File: config.mk
export PLATFORM = sky130hd
export DESIGN_NAME = lsu_window_regs
export DESIGN_NICKNAME = d
export VERILOG_FILES = /design/src/hdl/lsu_window_regs.sv
export VERILOG_INCLUDE_DIRS = /design/src /design/src/hdl
export SDC_FILE = /design/constraint.sdc
export NUM_CORES = 1
export LEC_CHECK = 0
export BUFFER_PORTS_ARGS = -buffer_cell sky130_fd_sc_hd__buf_2
export CORE_MARGIN = 3
export CORE_UTILIZATION = 52
export CTS_BUF_LIST = sky130_fd_sc_hd__clkbuf_4
export DETAILED_ROUTE_END_ITERATION = 12
export PLACE_DENSITY_LB_ADDON = 0.2
export SYNTH_ARGS = -nofsm -noshare
export SYNTH_HDL_FRONTEND = slang
export SYNTH_SLANG_ARGS = --single-unit
File: constraint.sdc
create_clock -name i_clk -period 2.02 [get_ports i_clk]
set_input_delay 0.101 -clock i_clk [delete_from_list [all_inputs] [get_ports i_clk]]
set_output_delay 0.101 -clock i_clk [all_outputs]
set_load 0.02 [all_outputs]
File: src/hdl/lsu_params.svh
`ifndef LSU_PARAMS_SVH
`define LSU_PARAMS_SVH

// Data path width
`define LSU_XLEN 32

// Byte address width of the local RAM space
`define LSU_ADDR_W 12

// RAM depth in words, covers the whole address space
`define LSU_RAM_WORDS 1024

// Completion tag width
`define LSU_TAG_W 4

// Issue to completion latency in cycles
`define LSU_LAT 3

`endif

File: src/hdl/lsu_window_regs.sv
`default_nettype none

`include "lsu_params.svh"

module lsu_window_regs (
  input  wire                    i_clk,
  input  wire                    i_reset_n,

  input  wire                    i_cfg_valid,
  input  wire                    i_cfg_sel,
  input  wire [`LSU_ADDR_W-1:0]  i_cfg_data,

  output logic [`LSU_ADDR_W-1:0] o_win_base,
  output logic [`LSU_ADDR_W-1:0] o_win_limit
);

  logic w_wr_base;
  logic w_wr_limit;

  // sel 0 is the base, sel 1 the limit
  assign w_wr_base  = i_cfg_valid & ~i_cfg_sel;
  assign w_wr_limit = i_cfg_valid & i_cfg_sel;

  always_ff @(posedge i_clk, negedge i_reset_n) begin
    if (!i_reset_n) begin
      o_win_base <= '0;
    end else if (w_wr_base) begin
      o_win_base <= i_cfg_data;
    end
  end

  // Open to the top of the space out of reset
  always_ff @(posedge i_clk, negedge i_reset_n) begin
    if (!i_reset_n) begin
      o_win_limit <= '1;
    end else if (w_wr_limit) begin
      o_win_limit <= i_cfg_data;
    end
  end

endmodule

`default_nettype wire

==> flow_metrics.py <==
metrics = {
    "status": {
        "status": "finished clean",
    },
    "critical_path": {
        "startpoint": "o_win_limit[4]",
        "critPathTopFamily": "flip-flops",
        "cp-end-kind": "primary output",
        "r2r_start": "o_win_base[0]",
        "slowest_delay_ps": 570,
        "worstPathMaxFanout": 2,
        "slowest_stage": "dfstp_2",
        "path_buf_inv": 1,
        "cp.required_ps": 1920,
        "startpoint_type": "register",
        "arrival_ps": 1030,
        "path_class": "reg -> out",
        "crit_path_cell_trace": "buf_2",
        "r2r_cells": 1,
        "cp_num_cells": 1,
    },
    "clock_tree": {
        "clk_pin_slew_ps": 130,
        "postCtsSetupBuffers": 0,
        "clk_latency_ps": 300,
        "cts_buffers": 3,
        "tritoncts": "built",
        "root_buffer": "clkbuf_4",
        "cts.sinks": 24,
        "htreeDepth": 1,
        "clock_path_buffers": 2,
    },
    "drt": {
        "vias": 579,
        "drcViolationCount": 0,
        "firstDrtPassIters": 4,
        "first_iter_violations": 6,
        "wire_per_inst_um": 14.1,
        "postRouteAntennaNets": 0,
        "wirelength_mm": 1.66,
        "vias_per_cell": 4.91,
    },
    "timing": {
        "setup_viol": 0,
        "slew_headroom_pct": 67.3,
        "timing.final.ws_setup_ps": 889,
        "fin_skew_ps": 0,
        "fin_crit_ps": 1130,
        "rsz0062_at_grt": "no",
        "setup_tns_ps": 0,
        "tightestPinTransition_ps": 490,
        "maxSlewViolCount": 0,
        "min_period_over_period_pct": 56.0,
        "max_freq_mhz": 884,
        "hold_viol": 0,
    },
    "synth": {
        "synthDistinctLibCells": 7,
        "synth_area_leaders": "dfstp_2 33%, dfrtp_1 31%, mux2_2 16%, mux2_4 16%, buf_6 2.3%",
        "synth_seq_cells": 24,
        "yosysTopAreaCell": "dfstp_2",
        "async_flop_share_pct": 100,
        "ys_top_cells_by_count": "14 x mux2_2, 12 x dfrtp_1, 12 x dfstp_2, 10 x mux2_4, 2 x buf_6",
        "syn_area_sq_um": 966,
        "yosys_most_used_dff": "dfstp_2",
        "ys_warn_count": 0,
        "synth_cells": 52,
        "post-synth-top-area-fraction_pct": 32.6,
        "synth.yosys.seq_area_share_pct": 63.7,
        "synth_area_per_cell_sq_um": 18.6,
        "synth_edf_count": 0,
        "synth.most_common_cell": "mux2_2",
        "synth_fp_nets": 68,
    },
    "placement": {
        "gp_congestion": 0.710,
        "io_buffers": 39,
        "post-place-ws_ps": 1010,
    },
    "power_and_ir_drop": {
        "ir_drop_uv": 738,
        "p_leak_uw": 0.000612,
        "powerDensity_nw_per_um2": 1010,
    },
    "finish": {
        "layout.nets": 111,
        "drive_gt1_share_pct": 86.2,
        "fill_cells": 109,
        "area_growth_pct": 27.5,
        "diodes": 0,
    },
    "floorplanning": {
        "core.rowCount": 14,
        "initial_core_util_pct": 59.3,
        "die_w_um": 49.1,
        "die_y_um": 49.1,
        "dieArea_sq_um": 2410,
        "coreArea_sq_um": 1630,
        "io_pins": 40,
    },
    "global_route": {
        "grt.total_usage_pct": 14.8,
        "antenna_found_initial": 0,
        "grt_pass1_vias": 575,
        "grt_max_degree": 25,
        "grt.overflow.total": 0,
        "grt_pass1_wl_mm": 2.77,
    },
    "worst_hold_path": {
        "hold_start": "i_cfg_data[11]",
        "min_path_cells": 2,
        "hold_class": "in -> reg",
    },
    "job": {
        "max_cap_viol_count": 0,
    },
}
==> area by class of cell <==
cell class	instances	area, sq um	share of cell area, %
timing repair buffer	40	205	16.7
tap	24	30.0	2.44
multi-input combinational	26	328	26.6
clock buffer	3	22.5	1.83
sequential	24	616	50.0
clock inverter	1	30.0	2.44
==> through the flow <==
step / instance area [sq um] / power, uW / util [%] / cells / hold WS, ps
3_3_place_gp: 1170 / 917 / 71.7 / 113 / 102
3_5_place_dp: 1170 / 925 / 71.7 / 113 / 98.7
4_1_cts: 1230 / 1270 / 75.6 / 118 / 23.6
6_report: 1230 / 1250 / 75.6 / 118 / 37.3
2_1_floorplan: 966 / 815 / - / 52 / -195
5_1_grt: 1230 / 1320 / 75.6 / 118 / 8.74
==> sequential cells by signal (all words and copies together), names as in the netlist <==
| register | count |
|---|---|
| o_win_base | 12 |
| o_win_limit | 12 |
==> cell families (layout without fill, tap and decap cells) <==
kind of cell / Yosys count / count (layout) / share of synthesized area (%)
mux: 24 / 24 / 31.9
flops: 24 / 24 / 63.7
simple gates: 2 / 2 / 2.07
buf+inv: 2 / 44 / 2.33
==> where the power goes <==
part | total, uW | internal, uW | switching (uW)
clock network | 335 | 200 | 135
logic | 303 | 137 | 166
registers | 611 | 577 | 33.9
total | 1250 | 915 | 335
==> path summary, 6_finish.rpt <==
check | endpoint | slack, ps
worst max-delay path | o_win_limit[4] | 890
max in group asynchronous | o_win_limit[2] | 1390
worst min register to register | o_win_base[3] | 510
min in group asynchronous | o_win_base[6] | 280
worst min-delay path | o_win_limit[11] | 40
worst max register to register | o_win_base[0] | 1250
==> layer usage <==
layer / track usage [%] / part of all wire (%) / wire length, um / vias up
li1: - / - / - / 272
met1: 20.9 / 47 / 783 / 281
met2: 23.2 / 47 / 787 / 26
met3: 3.36 / 5.4 / 90 / 0
met4: 2.84 / 0 / 0 / 0
met5: 0 / 0 / 0 / -
==> repair_timing <==
| action | 4_1_cts | 5_1_grt |
|---|---|---|
| setup endpoints to repair | 0 | 0 |
| hold buffers | 1 | 0 |
| hold endpoints to repair | 12 | 0 |
| gates resized for setup | 0 | 0 |
==> cells in the final DEF (no fill, tap or decap) <==
cell,n
buf_2,39
mux2_2,14
dfrtp_1,12
dfstp_2,12
mux2_4,10
clkbuf_4,3
nand2_2,1
nand2b_4,1
bufinv_16,1
dlygate4sd3_1,1
(Power assumes the default switching activity.)
