### src/hdl/lsu_params.svh
`ifndef LSU_PARAMS_SVH
`define LSU_PARAMS_SVH

// Data path width
`define LSU_XLEN 32

// Byte address width of the local RAM space
`define LSU_ADDR_W 12

// RAM depth in words, covers the whole address space
`define LSU_RAM_WORDS 1024

// Completion tag width
`define LSU_TAG_W 4

// Issue to completion latency in cycles
`define LSU_LAT 3

`endif

### src/hdl/lsu_pkg.sv
`default_nettype none

`include "lsu_params.svh"

package lsu_pkg;

  localparam int LSU_BYTES = `LSU_XLEN / 8;

  // Major opcodes
  localparam logic [6:0] OPC_LOAD  = 7'h03;
  localparam logic [6:0] OPC_STORE = 7'h23;

  // funct3 values shared by loads and stores
  localparam logic [2:0] F3_B  = 3'd0;
  localparam logic [2:0] F3_H  = 3'd1;
  localparam logic [2:0] F3_W  = 3'd2;
  localparam logic [2:0] F3_BU = 3'd4;
  localparam logic [2:0] F3_HU = 3'd5;

  typedef struct packed {
    logic [11:0] imm;
    logic [4:0]  rs1;
    logic [2:0]  funct3;
    logic [4:0]  rd;
    logic [6:0]  opcode;
  } lsu_itype_t;

  typedef struct packed {
    logic [6:0] imm_hi;
    logic [4:0] rs2;
    logic [4:0] rs1;
    logic [2:0] funct3;
    logic [4:0] imm_lo;
    logic [6:0] opcode;
  } lsu_stype_t;

  // Same word, load or store field layout
  typedef union packed {
    lsu_itype_t i;
    lsu_stype_t s;
  } lsu_inst_u;

  typedef enum logic [1:0] {
    SIZE_B = 2'd0,
    SIZE_H = 2'd1,
    SIZE_W = 2'd2
  } lsu_size_e;

  typedef enum logic {
    SIGN_U = 1'b0,
    SIGN_S = 1'b1
  } lsu_sign_e;

  typedef enum logic [1:0] {
    EXC_NONE     = 2'd0,
    EXC_MISALIGN = 2'd1,
    EXC_ACCESS   = 2'd2
  } lsu_exc_e;

  typedef struct packed {
    logic      is_load;
    lsu_size_e size;
    lsu_sign_e sign;
  } lsu_ctrl_t;

endpackage

`default_nettype wire

### src/hdl/lsu_stage_if.sv
`default_nettype none

`include "lsu_params.svh"

interface lsu_stage_if
  import lsu_pkg::*;
();

  logic                   valid;
  lsu_ctrl_t              ctrl;
  logic [`LSU_ADDR_W-1:0] addr;
  logic [`LSU_XLEN-1:0]   st_data;
  logic [`LSU_TAG_W-1:0]  tag;
  lsu_exc_e               exc;

  // Whole pipe moves one step
  logic                   adv;

  modport src (output valid, ctrl, addr, st_data, tag, exc, input adv);

  modport dst (input valid, ctrl, addr, st_data, tag, exc, output adv);

endinterface

`default_nettype wire

### src/hdl/lsu_addr_gen.sv
`default_nettype none

`include "lsu_params.svh"

module lsu_addr_gen
  import lsu_pkg::*;
(
  input  wire                   i_clk,
  input  wire                   i_reset_n,

  input  wire                   i_issue_valid,
  output logic                  o_issue_ready,
  input  wire [31:0]            i_issue_inst,
  input  wire [`LSU_XLEN-1:0]   i_issue_base,
  input  wire [`LSU_XLEN-1:0]   i_issue_st_data,
  input  wire [`LSU_TAG_W-1:0]  i_issue_tag,

  input  wire [`LSU_ADDR_W-1:0] i_win_base,
  input  wire [`LSU_ADDR_W-1:0] i_win_limit,

  lsu_stage_if.src              stage
);

  logic                   r_ex0_valid;
  lsu_inst_u              r_ex0_inst;
  logic [`LSU_XLEN-1:0]   r_ex0_base;
  logic [`LSU_XLEN-1:0]   r_ex0_st_data;
  logic [`LSU_TAG_W-1:0]  r_ex0_tag;

  lsu_ctrl_t              w_ctrl;
  logic [11:0]            w_imm;
  logic [`LSU_ADDR_W-1:0] w_addr;
  logic                   w_misalign;
  logic                   w_access;
  lsu_exc_e               w_exc;

  assign o_issue_ready = stage.adv;

  // EX0 issue register
  always_ff @(posedge i_clk, negedge i_reset_n) begin
    if (!i_reset_n) begin
      r_ex0_valid <= 1'b0;
    end else if (stage.adv) begin
      r_ex0_valid <= i_issue_valid;
    end
  end

  always_ff @(posedge i_clk) begin
    if (stage.adv) begin
      r_ex0_inst    <= i_issue_inst;
      r_ex0_base    <= i_issue_base;
      r_ex0_st_data <= i_issue_st_data;
      r_ex0_tag     <= i_issue_tag;
    end
  end

  // funct3 sits in the same place in both layouts
  always_comb begin
    w_ctrl.is_load = (r_ex0_inst.i.opcode != OPC_STORE);
    w_ctrl.size    = SIZE_W;
    w_ctrl.sign    = SIGN_S;
    case (r_ex0_inst.i.funct3)
      F3_B: w_ctrl.size = SIZE_B;
      F3_H: w_ctrl.size = SIZE_H;
      F3_W: w_ctrl.size = SIZE_W;
      F3_BU: begin
        if (w_ctrl.is_load) begin
          w_ctrl.size = SIZE_B;
          w_ctrl.sign = SIGN_U;
        end
      end
      F3_HU: begin
        if (w_ctrl.is_load) begin
          w_ctrl.size = SIZE_H;
          w_ctrl.sign = SIGN_U;
        end
      end
      default: ;
    endcase
  end

  assign w_imm = w_ctrl.is_load ? r_ex0_inst.i.imm :
                                  {r_ex0_inst.s.imm_hi, r_ex0_inst.s.imm_lo};

  assign w_addr = r_ex0_base[`LSU_ADDR_W-1:0] + `LSU_ADDR_W'($signed(w_imm));

  assign w_misalign = ((w_ctrl.size == SIZE_H) & w_addr[0]) |
                      ((w_ctrl.size == SIZE_W) & (w_addr[1:0] != 2'b00));
  assign w_access   = (w_addr < i_win_base) | (w_addr > i_win_limit);

  // Misalignment wins over the window check
  assign w_exc = w_misalign ? EXC_MISALIGN :
                 w_access   ? EXC_ACCESS   : EXC_NONE;

  always_ff @(posedge i_clk, negedge i_reset_n) begin
    if (!i_reset_n) begin
      stage.valid <= 1'b0;
    end else if (stage.adv) begin
      stage.valid <= r_ex0_valid;
    end
  end

  always_ff @(posedge i_clk) begin
    if (stage.adv) begin
      stage.ctrl    <= w_ctrl;
      stage.addr    <= w_addr;
      stage.st_data <= r_ex0_st_data;
      stage.tag     <= r_ex0_tag;
      stage.exc     <= w_exc;
    end
  end

endmodule

`default_nettype wire

### src/flat_wrapper.sv
// flat-port wrapper written by rule: the top's interface ports become plain ports
module lsu_addr_gen_flat import lsu_pkg::*;
  (i_clk, i_reset_n, i_issue_valid, o_issue_ready, i_issue_inst, i_issue_base, i_issue_st_data, i_issue_tag, i_win_base, i_win_limit, stage_valid, stage_ctrl, stage_addr, stage_st_data, stage_tag, stage_exc, stage_adv);
  lsu_stage_if stage_i ();
  input  wire i_clk;
  input  wire i_reset_n;
  input  wire i_issue_valid;
  output logic o_issue_ready;
  input  wire [31:0] i_issue_inst;
  input  wire [`LSU_XLEN-1:0] i_issue_base;
  input  wire [`LSU_XLEN-1:0] i_issue_st_data;
  input  wire [`LSU_TAG_W-1:0] i_issue_tag;
  input  wire [`LSU_ADDR_W-1:0] i_win_base;
  input  wire [`LSU_ADDR_W-1:0] i_win_limit;
  output wire logic [$bits(stage_i.valid)-1:0] stage_valid;
  output wire logic [$bits(stage_i.ctrl)-1:0] stage_ctrl;
  output wire logic [$bits(stage_i.addr)-1:0] stage_addr;
  output wire logic [$bits(stage_i.st_data)-1:0] stage_st_data;
  output wire logic [$bits(stage_i.tag)-1:0] stage_tag;
  output wire logic [$bits(stage_i.exc)-1:0] stage_exc;
  input wire logic [$bits(stage_i.adv)-1:0] stage_adv;
  assign stage_valid = stage_i.valid;
  assign stage_ctrl = stage_i.ctrl;
  assign stage_addr = stage_i.addr;
  assign stage_st_data = stage_i.st_data;
  assign stage_tag = stage_i.tag;
  assign stage_exc = stage_i.exc;
  assign stage_i.adv = stage_adv;
  lsu_addr_gen u_core (.i_clk(i_clk), .i_reset_n(i_reset_n), .i_issue_valid(i_issue_valid), .o_issue_ready(o_issue_ready), .i_issue_inst(i_issue_inst), .i_issue_base(i_issue_base), .i_issue_st_data(i_issue_st_data), .i_issue_tag(i_issue_tag), .i_win_base(i_win_base), .i_win_limit(i_win_limit), .stage(stage_i));
endmodule
### config.mk
export PLATFORM = sky130hd
export DESIGN_NAME = lsu_addr_gen_flat
export DESIGN_NICKNAME = d
export VERILOG_FILES = /design/src/hdl/lsu_pkg.sv /design/src/hdl/lsu_stage_if.sv /design/src/hdl/lsu_addr_gen.sv /design/src/flat_wrapper.sv
export VERILOG_INCLUDE_DIRS = /design/src /design/src/hdl
export SDC_FILE = /design/constraint.sdc
export NUM_CORES = 1
export LEC_CHECK = 0
export ABC_AREA = 1
export BUFFER_PORTS_ARGS = -buffer_cell sky130_fd_sc_hd__buf_2
export CAP_MARGIN = 0
export CORE_MARGIN = 4
export CORE_UTILIZATION = 40
export DETAILED_ROUTE_END_ITERATION = 7
export GPL_ROUTABILITY_DRIVEN = 0
export PLACE_DENSITY = 0.66
export SYNTH_ARGS = -nofsm -noshare
export SYNTH_HDL_FRONTEND = slang
export SYNTH_SLANG_ARGS = --single-unit
### constraint.sdc
create_clock -name i_clk -period 7.4 [get_ports i_clk]
set_input_delay 1.48 -clock i_clk [delete_from_list [all_inputs] [get_ports i_clk]]
set_output_delay 1.48 -clock i_clk [all_outputs]
set_load 0.03 [all_outputs]
==> results of run 1 <==
[state kept, by name, indices dropped and copies added, names as in the netlist]
signal / count
u_core.stage.tag: 4
u_core.stage.valid: 1
u_core.stage.exc: 2
u_core.r_ex0_inst: 27
u_core.stage.st_data: 32
u_core.r_ex0_valid: 1
u_core.stage.addr: 12
u_core.r_ex0_base: 12
u_core.r_ex0_st_data: 32
u_core.stage.ctrl: 4
u_core.r_ex0_tag: 4
[final timing paths]
path                                         start                       to  slack [ps]
max                                      stage_adv            o_issue_ready        3650
min in group asynchronous                i_reset_n       u_core.r_ex0_valid         840
min reg2reg                u_core.r_ex0_st_data[2]  u_core.stage.st_data[2]         410
min                        u_core.r_ex0_st_data[2]  u_core.stage.st_data[2]         410
max in group asynchronous                i_reset_n       u_core.stage.valid        6470
max reg2reg                   u_core.r_ex0_inst[3]      u_core.stage.exc[1]        3870
[logic make-up after synthesis]
group                      count (synthesis)  share of synthesized area
muxes                                      4                    0.00850
DFF                                      131                      0.741
AOI/OAI and AO/OA                         30                     0.0319
and+or+nand+nor                           99                     0.0827
xor gates and xnor gates                   8                     0.0132
adders and majority gates                 35                     0.0841
buffers and inverters                     54                     0.0390
[layout make-up]
| type | instances | area (um2) | area share |
|---|---|---|---|
| timing repair buffer | 159 | 801 | 0.115 |
| clock buffer | 19 | 453 | 0.0651 |
| multi-input combinational | 176 | 1170 | 0.168 |
| sequential | 131 | 3920 | 0.564 |
| tap | 172 | 215 | 0.0309 |
| inverter | 53 | 199 | 0.0286 |
| clock inverter | 13 | 195 | 0.0281 |
[per-layer routing]
metal / vias up / global-route usage / share of wire
met5: - / 0 / 0.00071
met4: 2 / 0.0609 / 0.017
met3: 16 / 0.0956 / 0.14
met2: 124 / 0.228 / 0.47
met1: 1485 / 0.139 / 0.37
li1: 1627 / - / -
[through the flow]
step           utilization  hold slack [ps]
4_1_cts              0.544              414
2_1_floorplan            -              400
3_5_place_dp         0.494              405
6_report             0.544              414
5_1_grt              0.544              416
3_3_place_gp         0.494              400
[cell usage in the layout, fill, tap and decap left out]
cell / n
nor2_2: 1
clkbuf_16: 17
clkinvlp_4: 3
nand3b_1: 1
o21ai_2: 1
xor2_1: 4
nand2_4: 1
nand2_1: 62
a21oi_2: 1
nor2_1: 12
clkinv_4: 2
mux2_2: 4
a21o_1: 2
a21oi_1: 18
clkbuf_8: 2
inv_6: 4
nand2_2: 4
a31oi_1: 1
nor3b_4: 1
o21a_1: 2
buf_2: 157
buf_4: 2
fa_1: 1
inv_1: 53
edfxtp_1: 129
o21ai_0: 5
bufinv_16: 4
nand4_1: 5
nand3_1: 12
dfrtp_1: 2
ha_1: 34
xnor2_1: 4
[power groups by stage]
stage          sequential (mW)  clock, mW  combinational [mW]
6_report                 0.910      0.893               0.318
5_1_grt                  0.915      0.950               0.362
4_1_cts                  0.911      0.911               0.323
3_5_place_dp             0.925          0               0.322
3_3_place_gp             0.922          0               0.311
2_1_floorplan            0.983          0               0.150
==> impl_metrics.tcl, run 1 <==
set metrics [dict create \
    drive_above_1_share 0.370 \
    holdPathStages 0 \
    worst-path-stages 2 \
    cts_resized 0 \
    dp.cells 691 \
    syn_to_final_growth_pct 31.3 \
    clkPwrFrac 0.421 \
    slowest_delay_ps 470 \
    initial_core_util 0.415 \
    diodes 0 \
    timing.fmax_mhz 267 \
    clock-skew-final_ps 5.57 \
    power_density_mw_per_mm2 305 \
    fill_cells 1039 \
    design_power_total_mw 2.12 \
    synth_edf_count 129 \
    period_share 0.507 \
    dp_hpwl_mm 7.49 \
    grt_pass1_vias 3410 \
    drt_iter0_drc 119 \
    rsz0062_at_grt "false" \
    synth_top_cell_by_area "edfxtp_1" \
    crit_family "buffers and inverters" \
    critPathArrivalTime_ps 2270 \
    synth_area_mm2 0.00530 \
    drv_cap 0 \
    first_pass_iters 6 \
    yosysWarnings 0 \
    synth_seq_cells 131 \
    grtUsageTotal 0.140 \
    die_y_um 123 \
    ys_seq_area_frac 0.741 \
    crit_type "in2out" \
    rows 41 \
    io_pins 184 \
    ys_types 25 \
    p_int_mw 1.59 \
    post_drt_wl_per_cell_um 13.7 \
    synth_flop_cell "edfxtp_1" \
    clk_latency_ps 410 \
    path_buf_inv 2 \
    p_switching_mw 0.528 \
    combPwrFrac 0.150 \
    synth_cells 361 \
    layout.nets 701 \
    grt-ovfl-total 0 \
    coreArea_mm2 0.0128 \
    cp_cell_sequence "buf_4, buf_2" \
    run_status "finished, final reports clean" \
    vias_per_cell 4.50 \
    cts_root_buffer "clkbuf_16" \
    synth_top_area_frac 0.731 \
    setup_viol 0 \
    ys_top_cells_by_area "edfxtp_1 (73%), ha_1 (8.0%), nand2_1 (4.4%)" \
    cts_tree "done" \
    r2r_cells 19 \
    hold_path.class "reg2reg" \
    die-area_mm2 0.0151 \
    p_sw_frac 0.249 \
    grt_pass1_wl_mm 15.7 \
    hold_violations 0 \
    fin_cells 723 \
    place_ws_ps 3620 \
    ctsLongestPathBuffers 2 \
    vdd_drop_max_mv 0.255 \
    postCtsHoldBufs 0 \
    crit_path_end_kind "output port" \
    p_leak_nw 3.12 \
    yosysMostFrequentCell "edfxtp_1" \
    grt_antenna_before_repair 1 \
    io_buffers 158 \
    critPathMaxFanout 53 \
    cp_slowest_cell "buf_4" \
    clkSinkCount 131 \
    drc 0 \
    final_max_slew_viol_count 0 \
    cts_setup_buffers 0 \
    fin_crit_ps 3750 \
    setup_ws_ps 3650 \
    yosys-top-cells-count "edfxtp_1 (129), nand2_1 (62), inv_1 (53)" \
    async_reset_ff_frac 0.0153 \
    power_frac_seq 0.429 \
    routed_wl_mm 9.89 \
    syn_avg_cell_area_um2 14.7 \
    dpl_cell_area_mm2 0.00631 \
    tightest_slew_ps 977 \
    synthesis.nets 524 \
    htreeDepth 4 \
    num_vias 3254 \
    die_width_um 123 \
    required_ps 5920 \
    worst_slew_margin_rel 0.349 \
    cts_buffers 17 \
    final_cell_area_mm2 0.00695 \
    grt_start_max_net_pins 83 \
    setup-tns-final_ps 0 \
    cp-start-kind "input port" \
    ant_nets 0 \
    clkTransAtPathRegs_ps 60 \
]
Power figures use the tool's default switching activity.
==> run 2, diff against run 1 <==
==> constraint.sdc (replaced) <==
create_clock -name i_clk -period 3.75 [get_ports i_clk]
set_input_delay 0.75 -clock i_clk [delete_from_list [all_inputs] [get_ports i_clk]]
set_output_delay 0.75 -clock i_clk [all_outputs]
set_load 0.03 [all_outputs]
==> impl_metrics.tcl, run 2 (synthesized netlist as in run 1, its figures left out) <==
set metrics [dict create \
    run_status "finished, final reports clean" \
    initial_core_util 0.415 \
    final_common_cell "buf_2" \
    hold_path.class "in2async" \
    grt-ovfl-total 0 \
    post_drt_wl_per_cell_um 13.6 \
    cts_setup_buffers 0 \
    clock-skew-final_ps 6.43 \
    num_vias 3249 \
    rsz0062_at_grt "false" \
    final_cell_area_mm2 0.00692 \
    grt_start_max_net_pins 134 \
    vdd_drop_max_mv 0.449 \
    finish.utilization 0.542 \
    critPathMaxFanout 9 \
    die_y_um 123 \
    htreeDepth 4 \
    clkTransAtPathRegs_ps 60 \
    setup-tns-final_ps 0 \
    first_pass_iters 4 \
    p_leak_nw 3.10 \
    cp-start-kind "flop" \
    drive_above_1_share 0.372 \
    r2r_cells 19 \
    final_max_slew_viol_count 0 \
    clkSinkCount 131 \
    power_density_mw_per_mm2 587 \
    reg_top3 "u_core.r_ex0_st_data x32, u_core.stage.st_data x32, u_core.r_ex0_inst x27" \
    setup_ws_ps 290 \
    dp_hpwl_mm 7.34 \
    vias_per_cell 4.49 \
    layout_common_cells "buf_2 (157), edfxtp_1 (129), nand2_1 (62)" \
    design_power_total_mw 4.06 \
    fin_cells 723 \
    cts_root_buffer "clkbuf_16" \
    r2r_end "u_core.stage.exc[1]" \
    routed_wl_mm 9.87 \
    fin_crit_ps 3460 \
    drc 0 \
    timing.fmax_mhz 289 \
    critPathArrivalTime_ps 3630 \
    cts_buffers 17 \
    holdWs_ps 109 \
    grt_pass1_vias 3315 \
    ctsLongestPathBuffers 2 \
    clk_latency_ps 410 \
    diodes 0 \
    drt_iter0_drc 152 \
    rows 41 \
    cts_tree "done" \
    place_ws_ps 280 \
    io_buffers 158 \
    layout.nets 701 \
    grt_pass1_wl_mm 15.6 \
    worst_slew_margin_rel 0.542 \
    dp.cells 691 \
    crit-reg2reg-launch "u_core.r_ex0_inst[3]" \
    period_share 0.923 \
    postCtsHoldBufs 0 \
    rrSetupSlack_ps 290 \
    dpl_cell_area_mm2 0.00632 \
    crit_type "reg2reg" \
    drv_cap 0 \
    grtUsageTotal 0.140 \
    required_ps 3920 \
    coreArea_mm2 0.0128 \
    setup_viol 0 \
    hold_violations 0 \
    crit_path_end_kind "flop" \
    io_pins 184 \
    ant_nets 0 \
    grt_antenna_before_repair 0 \
    syn_to_final_growth_pct 30.6 \
    die_width_um 123 \
    die-area_mm2 0.0151 \
    tightest_slew_ps 688 \
]
==> run 2: how the worst max path moves through the flow <==
stage               depth (start not counted)                  from             endpoint
floorplan                                  19  u_core.r_ex0_inst[3]  u_core.stage.exc[1]
global placement                           19  u_core.r_ex0_inst[3]  u_core.stage.exc[1]
detailed placement                         19  u_core.r_ex0_inst[3]  u_core.stage.exc[1]
CTS                                        19  u_core.r_ex0_inst[3]  u_core.stage.exc[1]
global route                               20  u_core.r_ex0_inst[3]  u_core.stage.exc[1]
finish                                     19  u_core.r_ex0_inst[3]  u_core.stage.exc[1]
==> run 2: layout make-up <==
type / instances / area (um2)
clock buffers: 17 / 425
clock inverters: 15 / 171
fillers: 1064 / 5850
inverters: 53 / 199
multi-input cells: 176 / 1170
flip-flops and latches: 131 / 3920
well taps: 172 / 215
repair buffers: 159 / 813
==> run 2: power breakdown <==
part | leakage [nW] | total, mW | internal, mW | switching (mW)
Clock | 0.285 | 1.63 | 0.995 | 0.639
Sequential | 1.29 | 1.79 | 1.76 | 0.0304
Combinational | 1.53 | 0.634 | 0.224 | 0.409
Total | 3.10 | 4.06 | 2.98 | 1.08
==> run 2: routing by layer <==
metal,part of all wire,track usage
met3,0.14,0.0938
met4,0.016,0.0664
met1,0.38,0.146
met2,0.47,0.218
met5,0,0
==> run 2: critical path, stage by stage, from the launching register on <==
cell and delay [ps]:
edfxtp_1 410, nor3b_4 270, nand2_4 130, mux2_2 250, ha_1 160, inv_1 60
fa_1 430, o21ai_2 230, nand3_1 100, nand2_1 100, xor2_1 280, ha_1 290
nand2_1 60, inv_1 40, nand2_1 80, nor2_1 70, nand2_1 70, nand3_1 60
nand2_1 80, a21oi_2 50
==> run 2: repair_timing <==
| action | in CTS | in global routing |
|---|---|---|
| resized for setup | 0 | 1 |
| endpoints found under the hold margin | 0 | 0 |
| setup endpoints to repair | 0 | 1 |
